File: src/common/hist_defs.svh
`ifndef HIST_DEFS_SVH
`define HIST_DEFS_SVH

// --------------------------------------------------------------------------
// Histogram geometry
// --------------------------------------------------------------------------
// Bin address width and number of bins, kept consistent by hand
`define HIST_NB 6
`define HIST_BINS 64
// Counter width per bin, counts saturate at all ones
`define HIST_CW 12

// --------------------------------------------------------------------------
// Event grouping
// --------------------------------------------------------------------------
`define HIST_PIXEL_NUM 4
`define HIST_GW 8
// Reset values of the programmable group sizes
`define HIST_DATA_NUM_DEF 8
`define HIST_ACQ_NUM_DEF 3

`endif

File: src/common/hist_pkg.sv
`include "hist_defs.svh"

package hist_pkg;

    // --------------------------------------------------------------------------
    // Stream payloads
    // --------------------------------------------------------------------------
    typedef struct packed {
        logic [`HIST_NB-1:0] bin;           // Time-bin address of one hit
    } hit_t;

    typedef struct packed {
        logic [`HIST_NB-1:0] bin;           // Index of the bin being read out
        logic [`HIST_CW-1:0] count;
        logic                last;          // Set on the final bin of a histogram
    } bin_out_t;

    // --------------------------------------------------------------------------
    // Configuration and control
    // --------------------------------------------------------------------------
    typedef struct packed {
        logic                enable;
        logic [`HIST_GW-1:0] data_num;      // Events per pixel
        logic [`HIST_GW-1:0] acq_num;       // Acquisitions per histogram
    } cfg_t;

    typedef enum logic [1:0] {
        REG_CTRL     = 2'd0,
        REG_DATA_NUM = 2'd1,
        REG_ACQ_NUM  = 2'd2
    } cfg_addr_e;

    typedef enum logic [1:0] {
        ST_CLEAR      = 2'd0,
        ST_COLLECT    = 2'd1,
        ST_READOUT    = 2'd2,
        ST_WAIT_EMPTY = 2'd3
    } hist_state_e;

endpackage

File: src/hist_builder/hist_bin_ram.sv
`include "hist_defs.svh"
`timescale 1ns/10ps

module hist_bin_ram (
    input  logic                clk,
    input  logic                res,
    input  logic                acc_en,
    input  logic [`HIST_NB-1:0] acc_bin,
    input  logic                clr_en,
    input  logic [`HIST_NB-1:0] clr_bin,
    input  logic                rc_en,
    input  logic [`HIST_NB-1:0] rc_bin,
    output logic [`HIST_CW-1:0] rc_count
);

    logic [`HIST_CW-1:0] mem [`HIST_BINS];

    logic                acc_wr_q;
    logic [`HIST_NB-1:0] acc_bin_q;
    logic [`HIST_CW-1:0] acc_old_q;
    logic [`HIST_CW-1:0] acc_inc;
    logic                fwd;
    logic                wr_en;
    logic [`HIST_NB-1:0] wr_addr;
    logic [`HIST_CW-1:0] wr_val;

    // --------------------------------------------------------------------------
    // Accumulate read stage
    // --------------------------------------------------------------------------
    assign acc_inc = (&acc_old_q) ? acc_old_q : acc_old_q + 1'b1;   // Hold at full scale
    assign fwd     = acc_wr_q && (acc_bin_q == acc_bin);            // Same bin still in flight

    always_ff @(posedge clk or negedge res) begin
        if (!res) begin
            acc_wr_q <= 1'b0;
        end else begin
            acc_wr_q <= acc_en;
        end
    end

    always_ff @(posedge clk) begin
        if (acc_en) begin
            acc_bin_q <= acc_bin;
            acc_old_q <= fwd ? acc_inc : mem[acc_bin];
        end
    end

    // --------------------------------------------------------------------------
    // Single write port shared by accumulate, clear and read-and-clear
    // --------------------------------------------------------------------------
    always_comb begin
        wr_en   = acc_wr_q || clr_en || rc_en;
        wr_addr = rc_bin;
        wr_val  = '0;
        if (acc_wr_q) begin
            wr_addr = acc_bin_q;
            wr_val  = acc_inc;
        end else if (clr_en) begin
            wr_addr = clr_bin;
        end
    end

    always_ff @(posedge clk) begin
        if (wr_en) mem[wr_addr] <= wr_val;
        if (rc_en) rc_count <= mem[rc_bin];     // Old value leaves as the bin is zeroed
    end

    a_port_exclusive: assert property (
        @(posedge clk) disable iff (!res)
        $onehot0({acc_en || acc_wr_q, clr_en, rc_en})
    );

endmodule

File: src/hist_builder/hist_builder_fsm.sv
`include "hist_defs.svh"
`timescale 1ns/10ps

module hist_builder_fsm (
    input  logic                clk,
    input  logic                res,
    input  hist_pkg::cfg_t      cfg,
    input  logic                hit_valid,
    input  hist_pkg::hit_t      hit_data,
    output logic                hit_ready,
    output logic                acc_en,
    output logic [`HIST_NB-1:0] acc_bin,
    output logic                clr_en,
    output logic [`HIST_NB-1:0] clr_bin,
    output logic                rd_start,
    input  logic                rd_done
);
    import hist_pkg::*;

    hist_state_e         state;
    hist_state_e         state_nxt;
    logic [`HIST_NB-1:0] clr_cnt;
    logic [`HIST_GW-1:0] ev_cnt;
    logic [`HIST_GW-1:0] pix_cnt;
    logic [`HIST_GW-1:0] acq_cnt;
    logic                hist_open;
    logic [`HIST_GW-1:0] data_num_q;
    logic [`HIST_GW-1:0] acq_num_q;
    logic [`HIST_GW-1:0] data_lim;
    logic [`HIST_GW-1:0] acq_lim;
    logic                accept;
    logic                ev_last;
    logic                pix_last;
    logic                acq_last;

    assign accept = hit_valid && hit_ready;

    // Limits come from the live registers until the first event of a histogram
    assign data_lim = hist_open ? data_num_q : cfg.data_num;
    assign acq_lim  = hist_open ? acq_num_q  : cfg.acq_num;

    assign ev_last  = (ev_cnt == data_lim - 1'b1);
    assign pix_last = (pix_cnt == `HIST_GW'(`HIST_PIXEL_NUM - 1));
    assign acq_last = (acq_cnt == acq_lim - 1'b1);

    // --------------------------------------------------------------------------
    // State sequencing
    // --------------------------------------------------------------------------
    always_comb begin
        state_nxt = state;
        case (state)
            ST_CLEAR: begin
                if (clr_cnt == `HIST_NB'(`HIST_BINS - 1)) state_nxt = ST_COLLECT;
            end
            ST_COLLECT: begin
                if (accept && ev_last && pix_last && acq_last) state_nxt = ST_WAIT_EMPTY;
            end
            ST_WAIT_EMPTY: state_nxt = ST_READOUT;   // Last accumulate write retires here
            ST_READOUT: begin
                if (rd_done) state_nxt = ST_COLLECT;
            end
            default: state_nxt = ST_CLEAR;
        endcase
    end

    always_ff @(posedge clk or negedge res) begin
        if (!res) begin
            state     <= ST_CLEAR;
            clr_cnt   <= '0;
            hit_ready <= 1'b0;
            clr_en    <= 1'b0;
            rd_start  <= 1'b0;
        end else begin
            state     <= state_nxt;
            hit_ready <= (state_nxt == ST_COLLECT) && (state != ST_CLEAR) && cfg.enable;
            clr_en    <= (state == ST_CLEAR);   // Clear write trails the counter by one cycle
            rd_start  <= (state == ST_WAIT_EMPTY);
            if (state == ST_CLEAR) clr_cnt <= clr_cnt + 1'b1;
        end
    end

    // --------------------------------------------------------------------------
    // Event, pixel and acquisition counters
    // --------------------------------------------------------------------------
    always_ff @(posedge clk or negedge res) begin
        if (!res) begin
            ev_cnt     <= '0;
            pix_cnt    <= '0;
            acq_cnt    <= '0;
            hist_open  <= 1'b0;
            data_num_q <= '0;
            acq_num_q  <= '0;
        end else if (accept) begin
            if (!hist_open) begin
                hist_open  <= 1'b1;                  // Freeze group sizes for this histogram
                data_num_q <= cfg.data_num;
                acq_num_q  <= cfg.acq_num;
            end
            if (!ev_last) begin
                ev_cnt <= ev_cnt + 1'b1;
            end else begin
                ev_cnt <= '0;
                if (!pix_last) begin
                    pix_cnt <= pix_cnt + 1'b1;
                end else begin
                    pix_cnt <= '0;
                    if (!acq_last) begin
                        acq_cnt <= acq_cnt + 1'b1;
                    end else begin
                        acq_cnt   <= '0;
                        hist_open <= 1'b0;
                    end
                end
            end
        end
    end

    assign acc_en  = accept;
    assign acc_bin = hit_data.bin;
    assign clr_bin = clr_cnt;

    a_ready_in_collect: assert property (
        @(posedge clk) disable iff (!res)
        hit_ready |-> (state == ST_COLLECT)
    );

    a_rd_start_pulse: assert property (
        @(posedge clk) disable iff (!res)
        rd_start |=> !rd_start
    );

endmodule

File: src/hw/hist_cfg_regs.sv
`include "hist_defs.svh"
`timescale 1ns/10ps

module hist_cfg_regs (
    input  logic                clk,
    input  logic                res,
    input  logic                cfg_we,
    input  hist_pkg::cfg_addr_e cfg_addr,
    input  logic [`HIST_GW-1:0] cfg_wdata,
    output logic [`HIST_GW-1:0] cfg_rdata,
    output hist_pkg::cfg_t      cfg
);
    import hist_pkg::*;

    logic                ctrl_en;
    logic [`HIST_GW-1:0] data_num;
    logic [`HIST_GW-1:0] acq_num;

    always_ff @(posedge clk or negedge res) begin
        if (!res) begin
            ctrl_en  <= 1'b0;
            data_num <= `HIST_GW'(`HIST_DATA_NUM_DEF);
            acq_num  <= `HIST_GW'(`HIST_ACQ_NUM_DEF);
        end else if (cfg_we) begin
            case (cfg_addr)
                REG_CTRL: ctrl_en <= cfg_wdata[0];
                REG_DATA_NUM: begin
                    if (cfg_wdata != '0) data_num <= cfg_wdata;   // Zero would never close a pixel
                end
                REG_ACQ_NUM: begin
                    if (cfg_wdata != '0) acq_num <= cfg_wdata;
                end
                default: ;
            endcase
        end
    end

    always_comb begin
        case (cfg_addr)
            REG_CTRL:     cfg_rdata = {{(`HIST_GW-1){1'b0}}, ctrl_en};
            REG_DATA_NUM: cfg_rdata = data_num;
            REG_ACQ_NUM:  cfg_rdata = acq_num;
            default:      cfg_rdata = '0;
        endcase
    end

    assign cfg = '{enable: ctrl_en, data_num: data_num, acq_num: acq_num};

    // The controller relies on non-empty groups to reach the end of a histogram
    a_group_nonzero: assert property (
        @(posedge clk) disable iff (!res)
        (cfg.data_num != '0) && (cfg.acq_num != '0)
    );

endmodule

File: src/hw/hist_readout.sv
`include "hist_defs.svh"
`timescale 1ns/10ps

module hist_readout (
    input  logic                 clk,
    input  logic                 res,
    input  logic                 rd_start,
    output logic                 rd_done,
    output logic                 rc_en,
    output logic [`HIST_NB-1:0]  rc_bin,
    input  logic [`HIST_CW-1:0]  rc_count,
    output logic                 bin_valid,
    input  logic                 bin_ready,
    output hist_pkg::bin_out_t   bin_data
);

    logic                active;
    logic [`HIST_NB-1:0] idx;
    logic                pend;
    logic [`HIST_NB-1:0] pend_bin;
    logic                load;
    logic                idx_last;

    // rc_count holds until the next request, so a pending word may wait in the memory
    assign load     = pend && (!bin_valid || bin_ready);
    assign rc_en    = active && (!pend || load);
    assign rc_bin   = idx;
    assign idx_last = (idx == `HIST_NB'(`HIST_BINS - 1));

    // --------------------------------------------------------------------------
    // Bin walk
    // --------------------------------------------------------------------------
    always_ff @(posedge clk or negedge res) begin
        if (!res) begin
            active <= 1'b0;
            idx    <= '0;
            pend   <= 1'b0;
        end else begin
            if (rd_start && !active) begin
                active <= 1'b1;
                idx    <= '0;
            end else if (rc_en) begin
                idx <= idx + 1'b1;
                if (idx_last) active <= 1'b0;
            end
            if (rc_en) begin
                pend <= 1'b1;
            end else if (load) begin
                pend <= 1'b0;
            end
        end
    end

    always_ff @(posedge clk) begin
        if (rc_en) pend_bin <= idx;
    end

    // --------------------------------------------------------------------------
    // Output register
    // --------------------------------------------------------------------------
    always_ff @(posedge clk or negedge res) begin
        if (!res) begin
            bin_valid <= 1'b0;
        end else if (load) begin
            bin_valid <= 1'b1;
        end else if (bin_ready) begin
            bin_valid <= 1'b0;
        end
    end

    always_ff @(posedge clk) begin
        if (load) begin
            bin_data.bin   <= pend_bin;
            bin_data.count <= rc_count;
            bin_data.last  <= (pend_bin == `HIST_NB'(`HIST_BINS - 1));
        end
    end

    assign rd_done = bin_valid && bin_ready && bin_data.last;

endmodule

File: src/hw/hist_top.sv
`include "hist_defs.svh"
`timescale 1ns/10ps

module hist_top (
    input  logic                clk,
    input  logic                res,
    input  logic                cfg_we,
    input  hist_pkg::cfg_addr_e cfg_addr,
    input  logic [`HIST_GW-1:0] cfg_wdata,
    output logic [`HIST_GW-1:0] cfg_rdata,
    input  logic                hit_valid,
    input  hist_pkg::hit_t      hit_data,
    output logic                hit_ready,
    output logic                bin_valid,
    input  logic                bin_ready,
    output hist_pkg::bin_out_t  bin_data
);
    import hist_pkg::*;

    cfg_t                cfg;
    logic                acc_en;
    logic [`HIST_NB-1:0] acc_bin;
    logic                clr_en;
    logic [`HIST_NB-1:0] clr_bin;
    logic                rc_en;
    logic [`HIST_NB-1:0] rc_bin;
    logic [`HIST_CW-1:0] rc_count;
    logic                rd_start;
    logic                rd_done;

    hist_cfg_regs hist_cfg_regs_inst (
        .clk, .res, .cfg_we, .cfg_addr, .cfg_wdata, .cfg_rdata, .cfg
    );

    hist_builder_fsm hist_builder_fsm_inst (
        .clk, .res, .cfg, .hit_valid, .hit_data, .hit_ready,
        .acc_en, .acc_bin, .clr_en, .clr_bin, .rd_start, .rd_done
    );

    hist_bin_ram hist_bin_ram_inst (
        .clk, .res, .acc_en, .acc_bin, .clr_en, .clr_bin, .rc_en, .rc_bin, .rc_count
    );

    hist_readout hist_readout_inst (
        .clk, .res, .rd_start, .rd_done, .rc_en, .rc_bin, .rc_count,
        .bin_valid, .bin_ready, .bin_data
    );

endmodule

File: config.mk
export PLATFORM = sky130hd
export DESIGN_NAME = hist_top
export DESIGN_NICKNAME = d
export VERILOG_FILES = /design/src/common/hist_pkg.sv /design/src/hist_builder/hist_bin_ram.sv /design/src/hist_builder/hist_builder_fsm.sv /design/src/hw/hist_cfg_regs.sv /design/src/hw/hist_readout.sv /design/src/hw/hist_top.sv
export VERILOG_INCLUDE_DIRS = /design/src /design/src/common
export SDC_FILE = /design/constraint.sdc
export NUM_CORES = 1
export LEC_CHECK = 0
export BUFFER_PORTS_ARGS = -buffer_cell sky130_fd_sc_hd__buf_4
export CAP_MARGIN = 30
export CORE_MARGIN = 1.5
export CORE_UTILIZATION = 55
export DETAILED_ROUTE_END_ITERATION = 8
export PLACE_DENSITY = 0.74
export SKIP_LAST_GASP = 1
export SYNTH_ARGS = -nofsm -noshare
export SYNTH_HDL_FRONTEND = slang
export SYNTH_SLANG_ARGS = --single-unit
File: constraint.sdc
create_clock -name clk -period 3.6 [get_ports clk]
set_input_delay 0.72 -clock clk [delete_from_list [all_inputs] [get_ports clk]]
set_output_delay 0.72 -clock clk [all_outputs]
set_load 0.005 [all_outputs]
==> summary.md <==
| Metric | Value |
|---|---|
| Detailed Route WL | 110 mm |
| Htree depth | 3 |
| Final Cycle Share | 92.1% |
| Critical path's most frequent cell | nor2_1 |
| FFs w/ async S/R, synth | 8.76% |
| PortBufs | 49 |
| Status | finished, final reports clean |
| Synth unique cells | 68 |
| Critical path type | reg2reg |
| NumNets Final | 2257 |
| Min-delay worst type | in2reg |
| GRT Residual Overflow | 0 |
| Global-route wire length before repair | 161 mm |
| Crit end category | flop |
| CTS sink cnt | 902 |
| Crit Path Max Fanout | 12 |
| Share of cells above drive strength 1 | 39.2% |
| Root Driver | clkbuf_16 |
| DIE AREA | 0.0779 sq mm |
| Final instance area | 0.0478 sq mm |
| Antenna Violating Nets Remaining | 0 |
| Vias/cell | 7.04 |
| RSZ-0062 raised after global routing | no |
| CTS tree | done |
| Worst Path Required | 3920 ps |
| Synthesized Nets | 2105 |
| DRT iter0 DRCs | 3147 |
| Die W | 279 um |
| Maximum clock insertion buffer count | 3 |
| # rows | 101 |
| Starting Density | 55.4% |
| Routed len/inst | 33.4 um |
| Avg Cell Area, Syn | 20.2 sq um |
| HPWL Detailed | 68.8 mm |
| # IOs | 50 |
| Relative slew slack | 27.3% |
| CP arrival | 3630 ps |
| 1st-pass router iterations | 7 |
| Final setup vio count | 0 |
| Reg2Reg Setup Slack | 290 ps |
| Pwr/cell area | 615 mW/mm^2 |
| Gpl congestion | 0.977 |
| Hold depth | 2 |
| Crit path cell chain | mux2i_1 -> nor2_1 -> a21oi_1 -> nand3b_1 -> nand2b_1 -> nor2_1 -> buf_4 |
| Pins Over Slew Limit | 0 |
| Final-report hold violation count | 0 |
| Drc violations | 0 |
| CTS resizes | 0 |
| Most common flop cell mapped by yosys | edfxtp_1 |
| Largest net degree at the start of global routing | 82 |
| Post-synth top cells | edfxtp_1 (823), mux4_2 (492), nor2_1 (110), clkbuf_1 (80), dfrtp_1 (76) |
| Post-synthesis register bit count | 902 |
| Cell count after synthesis | 2076 |
| Post-CTS Setup Bufs | 0 |
| Clk slew on worst S/H paths | 60 ps |
| R2R cell count | 7 |
| Largest area contributor in the netlist | edfxtp_1 |
| Number of max-cap violations | 0 |
| Leak | 0.0158 uW |
| Clock latency on the worst-skew pair | 660 ps |
| Critical path startpoint category | flop |
| Vias | 23100 |
| Post-synthesis sequential area ratio | 63.6% |
| Synth top area cells | edfxtp_1 (59%), mux4_2 (26%), dfrtp_1 (4.5%) |
| Area post-placement | 0.0445 sq mm |
| Most numerous cell in the Yosys netlist | edfxtp_1 |
| TritonCTS Buffers | 94 |
| Peak VDD IR | 0.000522 V |
| Worst-Margin Slew | 1090 ps |
| Yosys warnings | 0 |
| Layout area overhead | 14.0% |
| Gr usage total | 28.9% |
| Yosys top cell area share | 58.9% |
| Max Fclk | 0.302 GHz |
| Vias in the first global route | 23800 |
| Core Box Area | 0.0757 sq mm |
| Post-synth EDFFs | 823 |
| Setup tns final | 0 ps |
| Setup Skew | 21.0 ps |
| Die height | 279 um |
| Initial antenna violation count | 4 |
| Tmin final | 3310 ps |
| Slowest-stage cell, CP | a21oi_1 |
| Synthesized area | 0.0420 sq mm |
| CP max stage delay | 850 ps |
[cells in the final DEF, fill, tap and decap left out, types with 14 or more instances in the layout]
| cell | instances |
|---|---|
| nand3_1 | 22 |
| nor3_1 | 15 |
| clkbuf_16 | 98 |
| buf_12 | 31 |
| mux2i_1 | 42 |
| clkinv_2 | 17 |
| clkbuf_1 | 17 |
| nand4_1 | 17 |
| nor2b_1 | 15 |
| nor2_1 | 99 |
| edfxtp_1 | 823 |
| xnor2_1 | 27 |
| nand2_1 | 50 |
| dfrtp_1 | 72 |
| and3_1 | 17 |
| buf_4 | 166 |
| xor2_1 | 16 |
| a21oi_1 | 15 |
| bufinv_16 | 17 |
| o21ai_0 | 29 |
| clkinv_1 | 14 |
| mux4_2 | 492 |
| mux2_2 | 32 |
[layer usage]
metal | GRT usage, % | share of wire [%]
met2 | 45.6 | 48
met5 | 0 | 0
met3 | 7.75 | 12
met4 | 12.1 | 4.4
met1 | 38.5 | 35
[final cells by class]
cell class	count	area (sq um)
antenna	2	5.00
inverter	8	30.0
timing repair buffer	201	1930
clock inverter	59	749
tap	978	1220
fill	4990	27900
multi-input combinational	1021	14700
sequential	902	26700
clock buffer	115	2520
[logic make-up (layout without fill, tap and decap cells)]
logic type / count (synthesis) / count (layout) / synth area share, %
AOI/OAI and AO/OA: 103 / 103 / 1.74
xor gates and xnor gates: 43 / 43 / 0.898
adders and majority gates: 8 / 8 / 0.239
buffers and inverters: 153 / 383 / 1.61
DFF: 902 / 902 / 63.6
muxes: 568 / 568 / 28.3
other: 0 / 2 / 0
and+or+nand+nor: 299 / 299 / 3.54
[registers in the layout (all words and copies together), names as in the netlist, 2 cells and up]
signal,cells
hist_builder_fsm_inst.acq_num_q,8
hist_readout_inst.bin_data,19
hist_readout_inst.rc_bin,6
hist_bin_ram_inst.rc_count,12
hist_builder_fsm_inst.acq_cnt,8
hist_bin_ram_inst.acc_old_q,12
hist_builder_fsm_inst.state,2
hist_builder_fsm_inst.clr_bin,6
hist_builder_fsm_inst.data_num_q,8
hist_readout_inst.pend_bin,6
hist_bin_ram_inst.mem,768
hist_builder_fsm_inst.pix_cnt,8
hist_bin_ram_inst.acc_bin_q,6
hist_cfg_regs_inst.acq_num,8
hist_cfg_regs_inst.data_num,8
hist_builder_fsm_inst.ev_cnt,8
[where the power goes]
part	switching (uW)	internal [uW]	leakage, uW
registers	361	12200	0.00863
logic	3720	2910	0.00561
clock network	4050	6190	0.00158
[path summary, 6_finish.rpt]
kind / from / endpoint
max reg2reg: hist_builder_fsm_inst.clr_en$_DFF_PN0_ / hist_bin_ram_inst.mem[60][11]$_DFFE_PP_
min: cfg_wdata[3] / hist_cfg_regs_inst.acq_num[3]$_DFFE_PN0P_
min reg2reg: hist_bin_ram_inst.rc_count[11]$_DFFE_PP_ / hist_readout_inst.bin_data[12]$_DFFE_PP_
min in group asynchronous: res / hist_readout_inst.bin_valid$_DFFE_PN0P_
max in group asynchronous: res / hist_cfg_regs_inst.acq_num[0]$_DFFE_PN1P_
max: hist_builder_fsm_inst.clr_en$_DFF_PN0_ / hist_bin_ram_inst.mem[60][11]$_DFFE_PP_
[stage by stage]
stage / worst slack [ps] / cells / utilization [%] / total power, uW / hold slack, ps
final: 286 / 3286 / 63.2 / 29400 / 330
after global routing: 248 / 3284 / 63.2 / 30200 / 321
after CTS: 431 / 3282 / 63.1 / 29400 / 255
after detailed placement: 386 / 3108 / 58.8 / 19300 / 408
after global placement: 391 / 3108 / 58.8 / 19100 / 407
after floorplan: 126 / 2076 / - / 16700 / 400
[critical path, delay by kind of cell, from the launching register on]
kind | cells | cell delay [ps]
buffers and inverters | 1 | 300
AO/OA/AOI/OAI | 1 | 850
AND/OR/NAND/NOR | 4 | 1000
flip-flops | 1 | 550
multiplexers | 1 | 250
[repair_timing]
| item | 4_1_cts | 5_1_grt |
|---|---|---|
| setup endpoints to repair | 0 | 0 |
| hold buffers | 0 | 1 |
| hold endpoints to repair | 0 | 15 |
(Power assumes the default switching activity.)
